**config.mk**
```make
export PLATFORM = sky130hd
export DESIGN_NAME = refillBuffer
export DESIGN_NICKNAME = d
export VERILOG_FILES = /design/src/hdl/cachePkg.sv /design/src/hdl/refillBuffer.sv
export SDC_FILE = /design/constraint.sdc
export NUM_CORES = 1
export LEC_CHECK = 0
export ABC_AREA = 1
export BUFFER_PORTS_ARGS = -buffer_cell sky130_fd_sc_hd__buf_2
export CAP_MARGIN = 20
export CORE_ASPECT_RATIO = 1.4
export CORE_MARGIN = 4
export CORE_UTILIZATION = 45
export CTS_CLUSTER_DIAMETER = 30
export CTS_CLUSTER_SIZE = 25
export DETAILED_ROUTE_END_ITERATION = 12
export PLACE_DENSITY_LB_ADDON = 0.05
export RECOVER_POWER = 25
export SYNTH_ARGS = -nofsm -noshare
export SYNTH_HDL_FRONTEND = slang
export SYNTH_SLANG_ARGS = --single-unit
```
**constraint.sdc**
```tcl
create_clock -name clk -period 2.52 [get_ports clk]
set_input_delay 0.252 -clock clk [delete_from_list [all_inputs] [get_ports clk]]
set_output_delay 0.252 -clock clk [all_outputs]
set_load 0.005 [all_outputs]
```
**src/hdl/cachePkg.sv**
```systemverilog
package cachePkg;

  // address and data widths
  localparam int ADDR_W = 32;
  localparam int WORD_W = 64;
  localparam int LINE_W = 256;

  // two ways of 64 sets, 32-byte lines
  localparam int SETS = 64;
  localparam int INDEX_W = 6;
  localparam int OFFSET_W = 5;
  localparam int TAG_W = ADDR_W - INDEX_W - OFFSET_W;

  // beats per refill burst, one word each
  localparam int BEATS = LINE_W / WORD_W;

  typedef logic [ADDR_W-1:0] addrT;
  typedef logic [WORD_W-1:0] wordT;
  // beat 0 sits in the low word
  typedef logic [LINE_W-1:0] lineT;
  typedef logic [TAG_W-1:0] tagT;
  typedef logic [INDEX_W-1:0] indexT;
  typedef logic [$clog2(BEATS)-1:0] beatCntT;

  // controller states
  // idle waits for a request, compare checks tags on the array output
  // miss waits for the memory port, refill collects and writes the line
  typedef enum logic [1:0] {
    stIdle,
    stCompare,
    stMiss,
    stRefill
  } ctrlStateT;

endpackage

```
**src/hdl/refillBuffer.sv**
```systemverilog
module refillBuffer import cachePkg::*; (
  input  logic    clk,
  input  logic    rst_n,
  input  wordT    memData_i,
  input  logic    memDataValid_i,
  input  logic    memRdLast_i,
  output lineT    refillLine_o,
  output logic    lineDone_o
);

  // slot of the next beat
  beatCntT beatCnt;
  // line under assembly
  lineT lineQ;
  logic doneQ;

  // beat position wraps to zero after the last beat
  always_ff @(posedge clk or negedge rst_n) begin
    if (!rst_n) begin
      beatCnt <= '0;
    end else if (memDataValid_i) begin
      if (memRdLast_i) begin
        // a short burst also closes the line
        beatCnt <= '0;
      end else begin
        beatCnt <= beatCnt + 1'b1;
      end
    end
  end

  // each valid beat lands in its own word slot
  always_ff @(posedge clk) begin
    if (memDataValid_i) begin
      lineQ[beatCnt*WORD_W +: WORD_W] <= memData_i;
    end
  end

  // one-cycle pulse after the last beat
  always_ff @(posedge clk or negedge rst_n) begin
    if (!rst_n) begin
      doneQ <= 1'b0;
    end else begin
      doneQ <= memDataValid_i && memRdLast_i;
    end
  end

  assign refillLine_o = lineQ;
  assign lineDone_o = doneQ;

endmodule

```
# ---- After elaboration in Yosys (flattened, before gate mapping)
# Index checks and enable logic that the tools add are counted.
dict set report totals {
  register_bits 259
  out_inout_bits 257
  elab_cells 10
}
dict set report classes {
  addsub 2
  shifts 2
  muxes 2
  reduce_logical 1
}
# operator n
set ops {}
lappend ops {{256-bit bitwise mux} 1}
lappend ops {{64-bit by 34-bit variable shift with 256-bit output (first input constant)} 1}
lappend ops {{64-bit by 34-bit variable part select with 256-bit output} 1}
lappend ops {{8-bit negation with 34-bit output} 1}
lappend ops {{2-bit by 1-bit adder with 2-bit output (second input constant)} 1}
lappend ops {{2-bit two-way mux} 1}
lappend ops {{1-bit logical AND} 1}

# ---- Longest topological paths before layout
dict set report depth {
  word_depth 3
  mapped_depth 8
  ltp_nobuf 5
}

# ---- Worst setup path before layout
# Ideal clock, no wire load.
dict set report synth_timing {
  path_kind {reg-to-reg}
  startpoint {reg beatCnt[0] (netlist name)}
  endpoint {reg lineQ[0], in the netlist refillLine_o[0] (enable)}
  arrival_time_ns 2.102
  t_required_ns 2.102
  path_slack_ns 0.000
  path_stages_with_launch 5
  path_buffers 0
  period_less_slack_ns 2.520
  path_cell_list {dfrtp_1 > inv_1 > ha_1 > nand2_1 > inv_1}
}
# element line_no
set synth_lines {}
lappend synth_lines {{to (signal, indexed assignment)} refillBuffer.sv:34} ;# lineQ[beatCnt*WORD_W +: WORD_W] <= memData_i;
lappend synth_lines {{to (decl)} refillBuffer.sv:14} ;# lineT lineQ;

==> results.rst <==
.. list-table::
   :header-rows: 1

   * - Metric
     - Value
   * - Critical path, cell by cell
     - inv_1, ha_1, nand2_1, clkinvlp_4, buf_12
   * - CP startpoint kind
     - register
   * - First-pass GRT wire length
     - 45600 um
   * - Largest net degree at the start of global routing
     - 65
   * - Cell type of the slowest stage on the worst timing path
     - dfrtp_1
   * - Most instantiated cells after synthesis
     - nor2_1 (257), edfxtp_1 (256), nand3_1 (130)
   * - Sequential area share after synthesis
     - 0.763
   * - Worst r2r dst
     - refillLine_o[8]$_DFFE_PP_
   * - Core box area
     - 22000 sq um
   * - Root buffer cell
     - clkbuf_16
   * - Register area
     - 7760 sq um
   * - Number of buffers added for setup after CTS
     - 0
   * - Busiest layer in global routing
     - met2
   * - Global-route congestion overflow total
     - 0
   * - Leakage power figure
     - 5.04 nW
   * - P per Cell Area
     - 896 nW/um^2
   * - Post-synth cell types
     - 13
   * - Met3 Use GR
     - 0.0757
   * - Cell count of the worst hold path
     - 3
   * - Aggregate negative setup slack
     - 0 ns
   * - Status
     - completed
   * - Number of max-slew violations in the final report
     - 0
   * - Antenna cell count
     - 0
   * - Initial DRT Pass Iterations
     - 5
   * - Critical R2R Launch
     - beatCnt[0]$_DFFE_PN0P_
   * - Vias post-DR
     - 7319
   * - I/O pin count
     - 325
   * - Clock tree from TritonCTS
     - done
   * - Worst-Margin Slew
     - 0.730 ns
   * - Main synth FF type
     - edfxtp_1
   * - Inserted Clock Buffers
     - 40
   * - Number of warnings printed during yosys synthesis
     - 0
   * - Max-cap violations
     - 0
   * - Period utilisation layout
     - 0.832
   * - Worst-case register-to-register setup slack
     - 0.42 ns
   * - Full die area
     - 25100 sq um
   * - Initial antenna violation count
     - 2
   * - Relative slew slack
     - 0.513
   * - Detailed Route Iter0 Violations
     - 473
   * - Hold Path End
     - lineDone_o$_DFF_PN0_
   * - Post-synth top area share
     - 0.756
   * - Total of endpoints with negative setup slack in the final report
     - 0
   * - Cells after synthesis
     - 801
   * - Worst-path clk slew
     - 0.05 ns
   * - Net count after synthesis
     - 874
   * - Worst clock skew
     - 0.0102 ns
   * - Netlist Area Pre-Place
     - 10200 sq um
   * - Number of enable flip-flop cells after synthesis
     - 256
   * - Number of port buffers
     - 324
   * - Rows
     - 64
   * - Unrepaired setup endpoints after global routing
     - no
   * - Overall Power
     - 11.8 mW
   * - Post-detailed-route DRC marker count
     - 0
   * - H-Tree Depth
     - 2
   * - Wire length per cell after detailed routing
     - 22.1 um
   * - Met1 track demand over resource
     - 0.275
   * - Layout overhead on the synthesized area
     - 29.9%
   * - FILL cells
     - 1889
   * - Residual antenna-violating net count after detailed routing
     - 0
   * - Post-detail-place hpwl
     - 22200 um
   * - Detailed Route WL
     - 32100 um
   * - Share of final-layout standard cells stronger than drive strength 1
     - 0.243
   * - Maximum clock frequency
     - 0.477 GHz
   * - Worst hold path class
     - in -> reg
   * - Clock tree sinks
     - 259
   * - Total placed instance area
     - 12100 sq um
   * - Total routing resource utilization after global routing
     - 0.251
   * - Setup CP Type
     - reg -> reg
   * - Cells on worst reg2reg path
     - 5
   * - Clk_lat worst skew
     - 0.50 ns
   * - Cell types occupying the most area after synthesis
     - edfxtp_1 (76%), nor2_1 (9.5%), nand3_1 (6.4%)
   * - Horizontal extent of the die
     - 135 um
   * - Number of global-route vias before repair
     - 7142
   * - Yosys top cell by area
     - edfxtp_1
   * - Category of the worst setup path capture point
     - register
   * - Final min period
     - 2.10 ns
   * - Top fanout value on the critical path
     - 22
   * - Starting density of the core
     - 0.462
   * - Worst IR Drop VDD
     - 0.585 mV
   * - Height of the chip
     - 186 um
   * - Met2 track demand over resource
     - 0.441
   * - Final number of hold-violating endpoints
     - 0
   * - Number of storage elements in the synthesis netlist
     - 259
   * - Most used standard cell by instance count after synthesis
     - nor2_1
   * - # nets final
     - 1200
   * - Average via count per standard cell
     - 5.04
   * - Worst hold path startpoint
     - memDataValid_i
   * - CP peak stage delay
     - 0.51 ns
   * - Post-synthesis async set-or-reset flop share
     - 0.0116
   * - Routability congestion estimate
     - 0.867
   * - Area taken by multi-input logic gates
     - 1980 sq um
   * - Post-synthesis average cell area
     - 12.7 sq um
   * - Arrival time at the worst endpoint
     - 2.35 ns
   * - Bufs on Longest Clock Path
     - 3
   * - Area of all placed cells without fillers
     - 13200 sq um
   * - Crit path required time
     - 2.77 ns
==> sequential cells by signal, summed over array words and instances, names as in the netlist <==
signal / count
beatCnt: 2
refillLine_o: 256
lineDone_o: 1
==> worst max path at each step <==
stage	start	to	slack (ns)	cells after the start
final	beatCnt[0]$_DFFE_PN0P_	refillLine_o[8]$_DFFE_PP_	0.42	5
after CTS	beatCnt[0]$_DFFE_PN0P_	refillLine_o[0]$_DFFE_PP_	0.52	5
after floorplan	beatCnt[0]$_DFFE_PN0P_	refillLine_o[128]$_DFFE_PP_	0.1	4
after global routing	beatCnt[0]$_DFFE_PN0P_	refillLine_o[61]$_DFFE_PP_	0.27	6
after global placement	beatCnt[0]$_DFFE_PN0P_	refillLine_o[45]$_DFFE_PP_	0.55	5
after detailed placement	beatCnt[0]$_DFFE_PN0P_	refillLine_o[42]$_DFFE_PP_	0.53	5
==> cell usage in the layout (no fill, tap or decap), drive strengths merged <==
| cell | synthesis | routed |
|---|---|---|
| dfrtp | 3 | 3 |
| nor2 | 257 | 257 |
| nand3 | 130 | 130 |
| dlygate4sd3 | 0 | 2 |
| edfxtp | 256 | 256 |
| inv | 13 | 16 |
| ha | 5 | 5 |
| buf | 58 | 210 |
| clkinv | 0 | 11 |
| clkinvlp | 0 | 5 |
| nand2 | 77 | 77 |
| bufinv | 0 | 3 |
| clkbuf | 2 | 179 |
==> stage by stage <==
step,setup slack [ns],util,hold WS (ns),instances
final,0.423,0.600,0.0439,1451
after global routing,0.269,0.600,0.0714,1451
after CTS,0.515,0.608,0.0249,1451
after detailed placement,0.527,0.550,0.0520,1380
after global placement,0.550,0.550,0.0505,1380
after floorplan,0.0955,-,-0.0436,801
==> per-layer routing <==
metal,part of all wire,vias up
met3,0.093,80
met4,0.050,4
met5,0.0011,-
li1,-,3411
met2,0.52,366
met1,0.34,3458
==> critical path, delay by kind of cell (launching register included) <==
kind | cells | cell delay [ns]
buffers and inverters | 3 | 0.91
adder cells (fa/ha/maj) | 1 | 0.28
flip-flops | 1 | 0.51
AND/OR/NAND/NOR | 1 | 0.12
==> power breakdown <==
part	leakage, nW	internal (mW)	switching [mW]
Clock	0.607	3.28	1.88
Combinational	1.85	0.441	1.15
Sequential	2.58	5.03	0.0702
==> logic make-up (layout without fill, tap and decap cells) <==
family,Yosys count,after routing,share of synthesized area
flip-flops,259,259,0.763
AND/OR/NAND/NOR,464,464,0.188
adder cells (fa/ha/maj),5,5,0.00615
buffers and inverters,73,426,0.0426
==> layout make-up <==
| class | count | share of cell area |
|---|---|---|
| inverters | 13 | 0.00417 |
| clock buffers | 47 | 0.0794 |
| multi-input cells | 469 | 0.150 |
| flip-flops and latches | 259 | 0.587 |
| repair buffers | 344 | 0.135 |
| well taps | 297 | 0.0281 |
| clock inverters | 22 | 0.0158 |
==> what timing repair did <==
| item | in CTS | in global routing |
|---|---|---|
| resized for setup | 0 | 0 |
| endpoints found under the hold margin | 4 | 0 |
| hold buffers | 2 | 0 |
Note: power is estimated with default switching activity, not from simulation.
